[config.mk]
export PLATFORM = sky130hd
export DESIGN_NAME = nd_cpu_board
export DESIGN_NICKNAME = d
export VERILOG_FILES = /design/src/nd_board_pkg.sv /design/src/mem_req_if.sv /design/src/micro_word_reg.sv /design/src/nd_bus_slave.sv /design/src/onboard_ram.sv /design/src/nd_cpu_board.sv
export SDC_FILE = /design/constraint.sdc
export NUM_CORES = 2
export LEC_CHECK = 0
export BUFFER_PORTS_ARGS = -buffer_cell sky130_fd_sc_hd__buf_4
export CORE_MARGIN = 5
export CORE_UTILIZATION = 43
export CTS_BUF_LIST = sky130_fd_sc_hd__clkbuf_4 sky130_fd_sc_hd__clkbuf_8
export DETAILED_ROUTE_END_ITERATION = 6
export GPL_ROUTABILITY_DRIVEN = 0
export HOLD_SLACK_MARGIN = 0.06
export PLACE_DENSITY = 0.59
export SLEW_MARGIN = 40
export SYNTH_ARGS = -nofsm -noshare
export SYNTH_HDL_FRONTEND = slang
export SYNTH_SLANG_ARGS = --single-unit
[constraint.sdc]
create_clock -name s_clk -period 5.35 [get_ports s_clk]
set_clock_uncertainty 0.2 [all_clocks]
set_input_delay 0.535 -clock s_clk [delete_from_list [all_inputs] [get_ports s_clk]]
set_output_delay 0.535 -clock s_clk [all_outputs]
set_load 0.05 [all_outputs]
[src/nd_board_pkg.sv]
// Shared bus, data and RAM widths, board page number
// and the 64-bit microword layout
package nd_board_pkg;

  // ******************************
  // Bus and memory geometry
  // ******************************
  localparam int BD_WIDTH       = 24;                  // ND bus address/data lines
  localparam int DATA_WIDTH     = 16;                  // Data word on BD 15:0
  localparam int RAM_ADDR_WIDTH = 8;                   // Word address from BD 7:0
  localparam int RAM_DEPTH      = 2 ** RAM_ADDR_WIDTH; // 256 words
  localparam int PAGE_WIDTH     = 5;                   // Decode on BD 23:19

  localparam logic [PAGE_WIDTH-1:0] RAM_BASE_PAGE = 5'd3; // Page that selects this board

  typedef logic [BD_WIDTH-1:0]       bd_word_t;   // Backplane word, true polarity
  typedef logic [DATA_WIDTH-1:0]     data_word_t; // Memory data word
  typedef logic [RAM_ADDR_WIDTH-1:0] ram_addr_t;  // RAM word address

  // ******************************
  // Microword layout
  // ******************************
  // Top bit first, so the struct maps straight onto csbits 63:0
  typedef struct packed {
    logic [8:0]  alui;   // 63:55 ALU instruction
    logic [8:0]  rsvd0;  // 54:46
    logic [1:0]  alum;   // 45:44 ALU mode
    logic [1:0]  mis;    // 43:42 Misc field
    logic [4:0]  idbs;   // 41:37 IDB source
    logic [4:0]  comm;   // 36:32 Command
    logic [3:0]  rsvd1;  // 31:28
    logic [1:0]  delay;  // 27:26
    logic [1:0]  rsvd2;  // 25:24
    logic        second; // 23 Condition select
    logic        loop;   // 22 Loop flag
    logic        dly;    // 21 Delay flag
    logic [20:0] rsvd3;  // 20:0
  } mic_word_t;

endpackage

[src/mem_req_if.sv]
// Four-phase req/ack memory request between the bus slave and the RAM
`timescale 1ns/10ps

interface mem_req_if import nd_board_pkg::*; ();

  logic       req;   // Request, held until ack seen
  logic       ack;   // Acknowledge, held until req drops
  logic       write; // 1 = write, 0 = read
  ram_addr_t  addr;  // Word address
  data_word_t wdata; // Write data
  data_word_t rdata; // Read data, valid while ack high

  // Bus slave side
  modport requester (
    output req, write, addr, wdata,
    input  ack, rdata
  );

  // RAM side
  modport responder (
    input  req, write, addr, wdata,
    output ack, rdata
  );

endinterface

[src/micro_word_reg.sv]
// Microinstruction register, field split-out and the clocked MIS latch
`timescale 1ns/10ps

module micro_word_reg import nd_board_pkg::*; (
  input  logic      s_clk,
  input  logic      reset,
  input  mic_word_t csbits,  // Control store word
  output logic [8:0] csalui, // ALU instruction
  output logic [1:0] csalum, // ALU mode
  output logic [4:0] csidbs, // IDB source
  output logic [4:0] cscomm, // Command
  output logic [1:0] csdelay,
  output logic [2:0] csflags, // {second, loop, dly}
  output logic [1:0] mis      // MIS, one stage behind the fields
);

  // ******************************
  // Microinstruction register
  // ******************************
  mic_word_t mic_q; // Current microinstruction
  logic [1:0] mis_q; // Board MIS latch

  always_ff @(posedge s_clk)
  begin
    if (reset)
    begin
      mic_q <= '0;
    end
    else
    begin
      mic_q <= csbits; // New word every clock
    end
  end

  // Second stage clocks only the MIS field
  always_ff @(posedge s_clk)
  begin
    if (reset)
    begin
      mis_q <= '0;
    end
    else
    begin
      mis_q <= mic_q.mis; // Lags the register by one cycle
    end
  end

  // ******************************
  // Field split-out
  // ******************************
  assign csalui  = mic_q.alui;
  assign csalum  = mic_q.alum;
  assign csidbs  = mic_q.idbs;
  assign cscomm  = mic_q.comm;
  assign csdelay = mic_q.delay;
  assign csflags = {mic_q.second, mic_q.loop, mic_q.dly}; // Sequencer flags
  assign mis     = mis_q;

endmodule

[src/nd_bus_slave.sv]
// ND bus slave with address latch, page decode, data-phase FSM
// and BDRY/read-data return onto the active-low bus
`timescale 1ns/10ps

module nd_bus_slave import nd_board_pkg::*; (
  input  logic         s_clk,
  input  logic         reset,
  input  bd_word_t     bd_n_in,     // Inverted address/data from master
  input  logic         bapr_n_in,   // Address present
  input  logic         bdap_n_in,   // Write data present
  input  logic         binput_n_in, // Read strobe
  output bd_word_t     bd_n_out,    // Inverted read data, ones when idle
  output logic         bdry_n_out,  // Data ready
  mem_req_if.requester mem
);

  typedef enum logic [1:0] {
    st_idle,
    st_request,
    st_respond,
    st_release
  } slave_state_t;

  slave_state_t          state;
  logic                  apr_q;   // Address present, true polarity
  logic                  dap_q;   // Write strobe, true polarity
  logic                  inp_q;   // Read strobe, true polarity
  bd_word_t              bd_q;    // Bus word, true polarity
  logic [PAGE_WIDTH-1:0] page_q;  // Latched page
  ram_addr_t             addr_q;  // Latched word address
  logic                  wr_q;    // Current cycle is a write
  data_word_t            wdata_q; // Write data to RAM
  data_word_t            rdata_q; // Read word held for the bus
  logic                  hit;
  logic                  strobe_act;
  logic                  load_req;
  logic                  load_rd;
  logic                  bus_busy;

  // ******************************
  // Bus input registers
  // ******************************
  always_ff @(posedge s_clk)
  begin
    if (reset)
    begin
      apr_q <= 1'b0;
      dap_q <= 1'b0;
      inp_q <= 1'b0;
    end
    else
    begin
      apr_q <= ~bapr_n_in;
      dap_q <= ~bdap_n_in;
      inp_q <= ~binput_n_in;
    end
  end

  always_ff @(posedge s_clk)
  begin
    bd_q <= ~bd_n_in; // Data sampled with the strobe
    if (!bapr_n_in && !apr_q) // First edge of the address phase
    begin
      page_q <= ~bd_n_in[BD_WIDTH-1 -: PAGE_WIDTH];
      addr_q <= ~bd_n_in[RAM_ADDR_WIDTH-1:0];
    end
  end

  assign hit        = apr_q && (page_q == RAM_BASE_PAGE); // Off-page cycles are ignored
  assign strobe_act = dap_q || inp_q;
  assign load_req   = (state == st_idle) && hit && strobe_act;
  assign load_rd    = (state == st_request) && mem.ack;

  // ******************************
  // Data-phase FSM
  // ******************************
  always_ff @(posedge s_clk)
  begin
    if (reset)
    begin
      state <= st_idle;
      wr_q  <= 1'b0;
    end
    else
    begin
      case (state)
        st_idle:
        begin
          if (load_req)
          begin
            state <= st_request;
            wr_q  <= dap_q; // Write wins if both strobes low
          end
        end
        st_request:
        begin
          if (mem.ack)
          begin
            state <= st_respond;
          end
        end
        st_respond:
        begin
          if (!strobe_act)
          begin
            state <= st_release; // Master let go, drop req
          end
        end
        default:
        begin
          if (!mem.ack)
          begin
            state <= st_idle; // Ack low, next strobe allowed
          end
        end
      endcase
    end
  end

  always_ff @(posedge s_clk)
  begin
    if (load_req)
    begin
      wdata_q <= bd_q[DATA_WIDTH-1:0];
    end
    if (load_rd)
    begin
      rdata_q <= mem.rdata; // Held stable through back-pressure
    end
  end

  // ******************************
  // Memory request and bus return
  // ******************************
  assign mem.req   = (state == st_request) || (state == st_respond);
  assign mem.write = wr_q;
  assign mem.addr  = addr_q;
  assign mem.wdata = wdata_q;

  assign bus_busy   = (state == st_respond) || (state == st_release);
  assign bdry_n_out = ~bus_busy;
  assign bd_n_out   = (bus_busy && !wr_q) ?
                      {{(BD_WIDTH-DATA_WIDTH){1'b1}}, ~rdata_q} : '1;

endmodule

[src/onboard_ram.sv]
// Onboard word RAM answering four-phase requests
`timescale 1ns/10ps

module onboard_ram import nd_board_pkg::*; (
  input  logic         s_clk,
  input  logic         reset,
  mem_req_if.responder mem
);

  data_word_t mem_array [RAM_DEPTH]; // 256 x 16 store
  data_word_t rdata_q;               // Read word, stable while ack high
  logic       ack_q;
  logic       take;                  // New request seen this edge

  assign take = mem.req && !ack_q;

  // ******************************
  // Handshake
  // ******************************
  always_ff @(posedge s_clk)
  begin
    if (reset)
    begin
      ack_q <= 1'b0;
    end
    else if (take)
    begin
      ack_q <= 1'b1; // One cycle after req seen
    end
    else if (!mem.req && ack_q)
    begin
      ack_q <= 1'b0; // Req gone, close the cycle
    end
  end

  // ******************************
  // Array access
  // ******************************
  always_ff @(posedge s_clk)
  begin
    if (take)
    begin
      if (mem.write)
      begin
        mem_array[mem.addr] <= mem.wdata;
      end
      else
      begin
        rdata_q <= mem_array[mem.addr]; // Same edge as ack rise
      end
    end
  end

  assign mem.ack   = ack_q;
  assign mem.rdata = rdata_q;

endmodule

[src/nd_cpu_board.sv]
// CPU board top level with microword path, ND bus slave and onboard RAM
`timescale 1ns/10ps

module nd_cpu_board import nd_board_pkg::*; (
  input  logic                s_clk,
  input  logic                reset,

  // Control store
  input  logic [63:0]         csbits,

  // ND bus, active low
  input  logic [BD_WIDTH-1:0] bd_n_in,
  input  logic                bapr_n_in,
  input  logic                bdap_n_in,
  input  logic                binput_n_in,
  output logic [BD_WIDTH-1:0] bd_n_out,
  output logic                bdry_n_out,

  // Microword fields
  output logic [8:0]          csalui,
  output logic [1:0]          csalum,
  output logic [4:0]          csidbs,
  output logic [4:0]          cscomm,
  output logic [1:0]          csdelay,
  output logic [2:0]          csflags,
  output logic [1:0]          mis
);

  // ******************************
  // Microinstruction path
  // ******************************
  micro_word_reg u_micro_word_reg (
    .s_clk   (s_clk),
    .reset   (reset),
    .csbits  (csbits),  // Raw word into the struct
    .csalui  (csalui),
    .csalum  (csalum),
    .csidbs  (csidbs),
    .cscomm  (cscomm),
    .csdelay (csdelay),
    .csflags (csflags),
    .mis     (mis)      // Clocked MIS
  );

  // ******************************
  // ND bus slave and RAM
  // ******************************
  mem_req_if mem_bus (); // Slave to RAM handshake

  nd_bus_slave u_nd_bus_slave (
    .s_clk       (s_clk),
    .reset       (reset),
    .bd_n_in     (bd_n_in),
    .bapr_n_in   (bapr_n_in),
    .bdap_n_in   (bdap_n_in),
    .binput_n_in (binput_n_in),
    .bd_n_out    (bd_n_out),
    .bdry_n_out  (bdry_n_out),
    .mem         (mem_bus.requester)
  );

  onboard_ram u_onboard_ram (
    .s_clk (s_clk),
    .reset (reset),
    .mem   (mem_bus.responder)
  );

endmodule

# [Yosys cells after proc, flatten, opt, wreduce, memory -nomap -nowiden]
# Memories as Yosys holds them, arrays and structs flattened. A register that Yosys moved wholly into a read port is not among the register bits.
# Index checks and enable logic that the tools add are counted.
[word_totals] register_bits=98 mem_bits_rw=4096 in_bits=93 out_inout_bits=53 elab_cells=71 n_memories=1
[classes] eq_ne=8 mux=11 bitwise_logic=9 reduce_logical=21
[mem_list] name="u_onboard_ram.mem_array" words=256 width=16 read_ports=1 rd_clocked_by_memory_dff=1 wr=1 line_no="onboard_ram.sv:10" rtl="data_word_t mem_array [RAM_DEPTH];"
[ops] operator="$not 16->16" count=2
[ops] operator="$mux 16" count=1
[ops] operator="$logic_and 1x1->1" count=8
[ops] operator="$mux 2" count=4
[ops] operator="$not 8->8" count=1
[ops] operator="$pmux 2 s3" count=1
[ops] operator="$eq 5x2->1 const B" count=1
[ops] operator="$logic_not 1->1" count=5
[ops] operator="$mux 1" count=5
[ops] operator="$not 1->1" count=5
[ops] operator="$not 5->5" count=1
[ops] operator="$eq 2x2->1 const B" count=2
[ops] operator="$ne 2x1->1 const B" count=2
[ops] operator="$ne 4x4->1 const B" count=1
[ops] operator="$reduce_and 2->1" count=2
[ops] operator="$reduce_and 4->1" count=1
[ops] operator="$logic_or 1x1->1" count=3
[ops] operator="$eq 2x1->1 const B" count=1
[ops] operator="$logic_not 2->1" count=1
[ops] operator="$ne 2x2->1 const B" count=1
[ops] operator="$reduce_bool 2->1" count=1

# [Logic depth before layout (Yosys ltp)]
[logic_depth] word_depth=6 mapped_depth=9 mapped_depth_nobuf=7

# [Hierarchy]
# A second synthesis with hierarchy kept.
[hier_totals] cells_unflattened=6947 area_unflattened_um2=158605.9
[by_module_without_submodules] module="onboard_ram" n_inst=1 cells_each=6710 area_each_um2=155280.2 seq_area_each_um2=123498.4
[by_module_without_submodules] module="nd_bus_slave" n_inst=1 cells_each=148 area_each_um2=2248.4 seq_area_each_um2=1791.7
[by_module_without_submodules] module="micro_word_reg" n_inst=1 cells_each=89 area_each_um2=1077.3 seq_area_each_um2=600.6

# [Worst setup path after synthesis]
# Ideal clock, no wire load.
[synth_timing] path_kind="register -> register" startpoint="register u_nd_bus_slave.wdata_q[0], in the netlist u_nd_bus_slave.mem.wdata[0]" endpoint="memory u_onboard_ram.mem_array[0][0] (netlist name), data pin" setup_ns=0.817 arrival_ns=3.228 slack_ns=1.104 stages_incl_launch_ff=1 path_buffers=0 path_cell_list="edfxtp_1"
[synth_lines] item="start: declaration" line_no="nd_bus_slave.sv:32" rtl="data_word_t wdata_q;"
[synth_lines] item="start signal: assignment" line_no="nd_bus_slave.sv:124" rtl="wdata_q <= bd_q[DATA_WIDTH-1:0];"
[synth_lines] item="end: declaration" line_no="onboard_ram.sv:10"
# Straight into the memory's write port.

==> flow_summary.yaml <==
global_route:
  grt_pass1_wl_mm: 583
  grt.total_usage_pct: 21.1
  grt_max_degree: 187
  overflow: 0
  grt_pass1_vias: 79819
  grt_antenna_before_repair: 17
cells_and_area:
  final_util_pct: 49.7
  syn2layout_area_growth_pct: 15.3
  stdcell_area_sq_mm: 0.183
  fin_nets: 8045
  finalNonFillerCells: 13302
  drive_gt1_share_pct: 32.6
pwr:
  switching_share_pct: 21.5
  p_comb_share_pct: 3.9
  vdd_drop_max_mv: 0.252
  power.density_mw_per_mm2: 353
  switching_power_mw: 13.9
  power_leakage_nw: 57.3
  pwr-share-seq_pct: 55.4
  internal_power_mw: 50.7
  p_clk_share_pct: 40.6
worst_setup_path:
  cp_cell_sequence: "buf_12 -> buf_12 -> buf_4 -> buf_4 -> mux4_2 -> a22oi_1 -> a21oi_1 -> o41ai_1 -> buf_4 -> nand4_1"
  critPathMostFrequentCell: "buf_4"
  timing.rr.end: "u_onboard_ram.mem.rdata[6]$_DFFE_PP_"
  worstSetupEndpointType: "flop"
  slowest_delay_ns: 0.79
  criticalPathCategory: "flop to flop"
  cp_max_fo: 22
  required_ns: 6.02
  worstReg2RegStart: "u_nd_bus_slave.mem.addr[0]$_DFFE_PP_"
  worstPathArrival_ns: 5.21
  reg2reg_setup_slack_ns: 0.82
  start_kind: "flop"
  cp.buffers_inverters: 5
  rr_worst_depth: 10
  cp_top_family: "buffers and inverters"
  crit_slowest_cell: "edfxtp_1"
sta:
  fin_setup_tns_ns: 0
  hold_slack_ns: 0.194
  slew_viol_final: 0
  setup_viol_count_final: 0
  grt_setup_unrepaired: "false"
  fin_crit_sh_pct: 84.8
  hold_violations: 0
  worst_slew_pin_slew_ns: 0.896
  fmax_ghz: 0.221
  period_minus_slack_ns: 4.53
  slew_headroom_pct: 39.5
floorplanning:
  core-area_sq_mm: 0.368
  die-area_sq_mm: 0.381
  initial_core_util_pct: 43.1
  io_pins: 146
  fp.dieW_um: 617
  row_count: 223
  die_h_um: 617
worst_hold_path:
  hold_start: "u_nd_bus_slave.bd_q[13]$_DFF_P_"
  min_to: "u_nd_bus_slave.mem.wdata[13]$_DFFE_PP_"
  hold_class: "flop to flop"
  whs_path_depth: 0
logic_synthesis:
  synthTopCellsByArea: "edfxtp_1 79%, mux4_2 15%, a22oi_1 2.4%, a21oi_1 0.81%, dfxtp_1 0.67%"
  ys_seq_area_share_pct: 79.4
  netlist_instances: 6949
  avgSynthCellArea_sq_um: 22.8
  yosys_register_bits: 4210
  synth.largest_area_cell: "edfxtp_1"
  yosys_warnings: 0
  synth_cell_type_count: 30
  synth_top_area_share_pct: 78.7
  mappedNetlistArea_sq_mm: 0.159
routing:
  wl_mm: 408
  ant_nets: 0
  drcViolationCount: 0
  initialDrtViolationCount: 8430
  wl_per_cell_um: 30.7
  first_pass_iters: 6
  vias_per_cell: 5.84
  num_vias: 77691
cts:
  cts_made_buffers: 667
  h-tree-depth: 6
  clock_latency_ns: 1.18
  cts_sinks: 4210
  cts_root_buffer: "clkbuf_8"
  cts_tree: "yes"
  clk_pin_slew_worst_paths_ns: 0.07
  cts_buffer_depth: 4
  cts.repair.resized: 0
  post_cts_buffers: 0
outcome:
  status: "finished, final reports clean"
place:
  post-dp-hpwl_mm: 233
  place_area_sq_mm: 0.169
  port_buffers: 98
  dp_cells: 11969
flow_run:
  maxCapViolations: 0
synthesized netlist by cell type:
library cell,n
buf_4,61
buf_6,7
o41ai_1,64
mux2i_1,3
nand4_1,16
or2_2,1
nor4_1,1
buf_1,45
ha_1,6
nand3_1,5
nand2b_1,2
nor3_1,2
nand4bb_1,1
edfxtp_1,4157
nor2b_1,37
clkbuf_1,252
a21oi_1,257
conb_1,1
and2_1,3
nor2_1,274
inv_1,26
o211ai_1,2
o21a_1,1
o221ai_1,1
a21boi_0,1
nand2_1,48
dfxtp_1,53
mux4_2,1024
buf_2,86
a22oi_1,512
placed cells by master (no fill, tap or decap), types with 30 or more instances in the layout:
| master | netlist | final |
|---|---|---|
| buf_4 | 61 | 548 |
| clkbuf_4 | 0 | 239 |
| buf_12 | 0 | 65 |
| o41ai_2 | 0 | 30 |
| nor2b_1 | 37 | 32 |
| o41ai_1 | 64 | 34 |
| clkbuf_8 | 0 | 679 |
| dfxtp_1 | 53 | 53 |
| mux4_2 | 1024 | 1024 |
| dlygate4sd3_1 | 0 | 137 |
| clkinv_2 | 0 | 58 |
| nor2_1 | 274 | 269 |
| edfxtp_1 | 4157 | 4157 |
| a21oi_1 | 257 | 255 |
| nand2_1 | 48 | 31 |
| clkinv_1 | 0 | 152 |
| a22oi_1 | 512 | 512 |
metal layers:
layer	global-route usage (%)	share of wire, %	up-vias
met1	29.8	41	41868
li1	-	-	31819
met5	0	0.0066	-
met2	33.8	49	3356
met3	3.62	7.6	644
met4	6.59	3.1	4
layout make-up:
| type | instances | area (sq um) |
|---|---|---|
| inverters | 26 | 97.6 |
| flip-flops and latches | 4210 | 126000 |
| multi-input cells | 2269 | 30900 |
| repair buffers | 772 | 7270 |
| clock buffers | 918 | 11100 |
| clock inverters | 261 | 1510 |
| well taps | 4837 | 6050 |
| diodes | 9 | 22.5 |
| fillers | 29206 | 185000 |
state kept, by name (all words and copies together), names as in the netlist:
signal / cells
u_nd_bus_slave.inp_q: 1
u_micro_word_reg.mis: 2
u_nd_bus_slave.mem.write: 1
u_nd_bus_slave.page_q: 5
u_micro_word_reg.csidbs: 5
u_micro_word_reg.csflags: 3
u_micro_word_reg.cscomm: 5
u_nd_bus_slave.dap_q: 1
u_nd_bus_slave.mem.addr: 8
u_micro_word_reg.csdelay: 2
u_nd_bus_slave.state: 2
u_onboard_ram.mem.rdata: 16
u_nd_bus_slave.apr_q: 1
u_nd_bus_slave.mem.wdata: 16
u_onboard_ram.mem.ack: 1
u_nd_bus_slave.bd_q: 16
u_nd_bus_slave.rdata_q: 16
u_micro_word_reg.csalum: 2
u_micro_word_reg.mic_q: 2
u_micro_word_reg.csalui: 9
u_onboard_ram.mem_array: 4096
stage by stage:
stage                     worst slack [ns]  power, mW
final                                0.815       64.6
after global routing                 0.707       66.9
after CTS                            0.699       65.2
after detailed placement             0.748       39.0
after global placement               0.561       38.9
after floorplan                       1.10       38.1
what timing repair did:
item                       CTS  global route
setup endpoints to repair    0             0
hold buffers               137             0
hold endpoints to repair    79             0
kinds of logic (layout without fill, tap and decap cells):
kind of cell | Yosys count | after routing | synth area share [%]
buf+inv | 477 | 1977 | 1.37
fa+ha+maj | 6 | 6 | 0.0473
flops | 4210 | 4210 | 79.4
simple gates | 390 | 390 | 1.03
compound gates | 838 | 838 | 3.61
mux | 1027 | 1027 | 14.6
other cells | 1 | 17 | 0.00236
how the worst max path moves through the flow:
stage / startpoint / end / slack, ns / depth (start not counted)
after floorplan: u_nd_bus_slave.mem.wdata[0]$_DFFE_PP_ / u_onboard_ram.mem_array[0][0]$_DFFE_PP_ / 1.10 / 0
after global placement: u_nd_bus_slave.mem.addr[0]$_DFFE_PP_ / u_onboard_ram.mem.rdata[1]$_DFFE_PP_ / 0.56 / 9
after detailed placement: u_nd_bus_slave.mem.addr[0]$_DFFE_PP_ / u_onboard_ram.mem.rdata[6]$_DFFE_PP_ / 0.75 / 10
after CTS: u_nd_bus_slave.mem.addr[0]$_DFFE_PP_ / u_onboard_ram.mem.rdata[6]$_DFFE_PP_ / 0.70 / 10
after global routing: u_nd_bus_slave.mem.addr[0]$_DFFE_PP_ / u_onboard_ram.mem.rdata[6]$_DFFE_PP_ / 0.71 / 10
final: u_nd_bus_slave.mem.addr[0]$_DFFE_PP_ / u_onboard_ram.mem.rdata[6]$_DFFE_PP_ / 0.82 / 10
power groups by stage:
stage / logic (mW) / registers (mW) / clock network (mW)
after floorplan: 1.58 / 36.5 / 0
after global placement: 2.45 / 36.5 / 0
after detailed placement: 2.47 / 36.5 / 0
after CTS: 2.56 / 35.8 / 26.8
after global routing: 2.67 / 35.8 / 28.4
final: 2.54 / 35.8 / 26.2
Power figures use the tool's default switching activity.
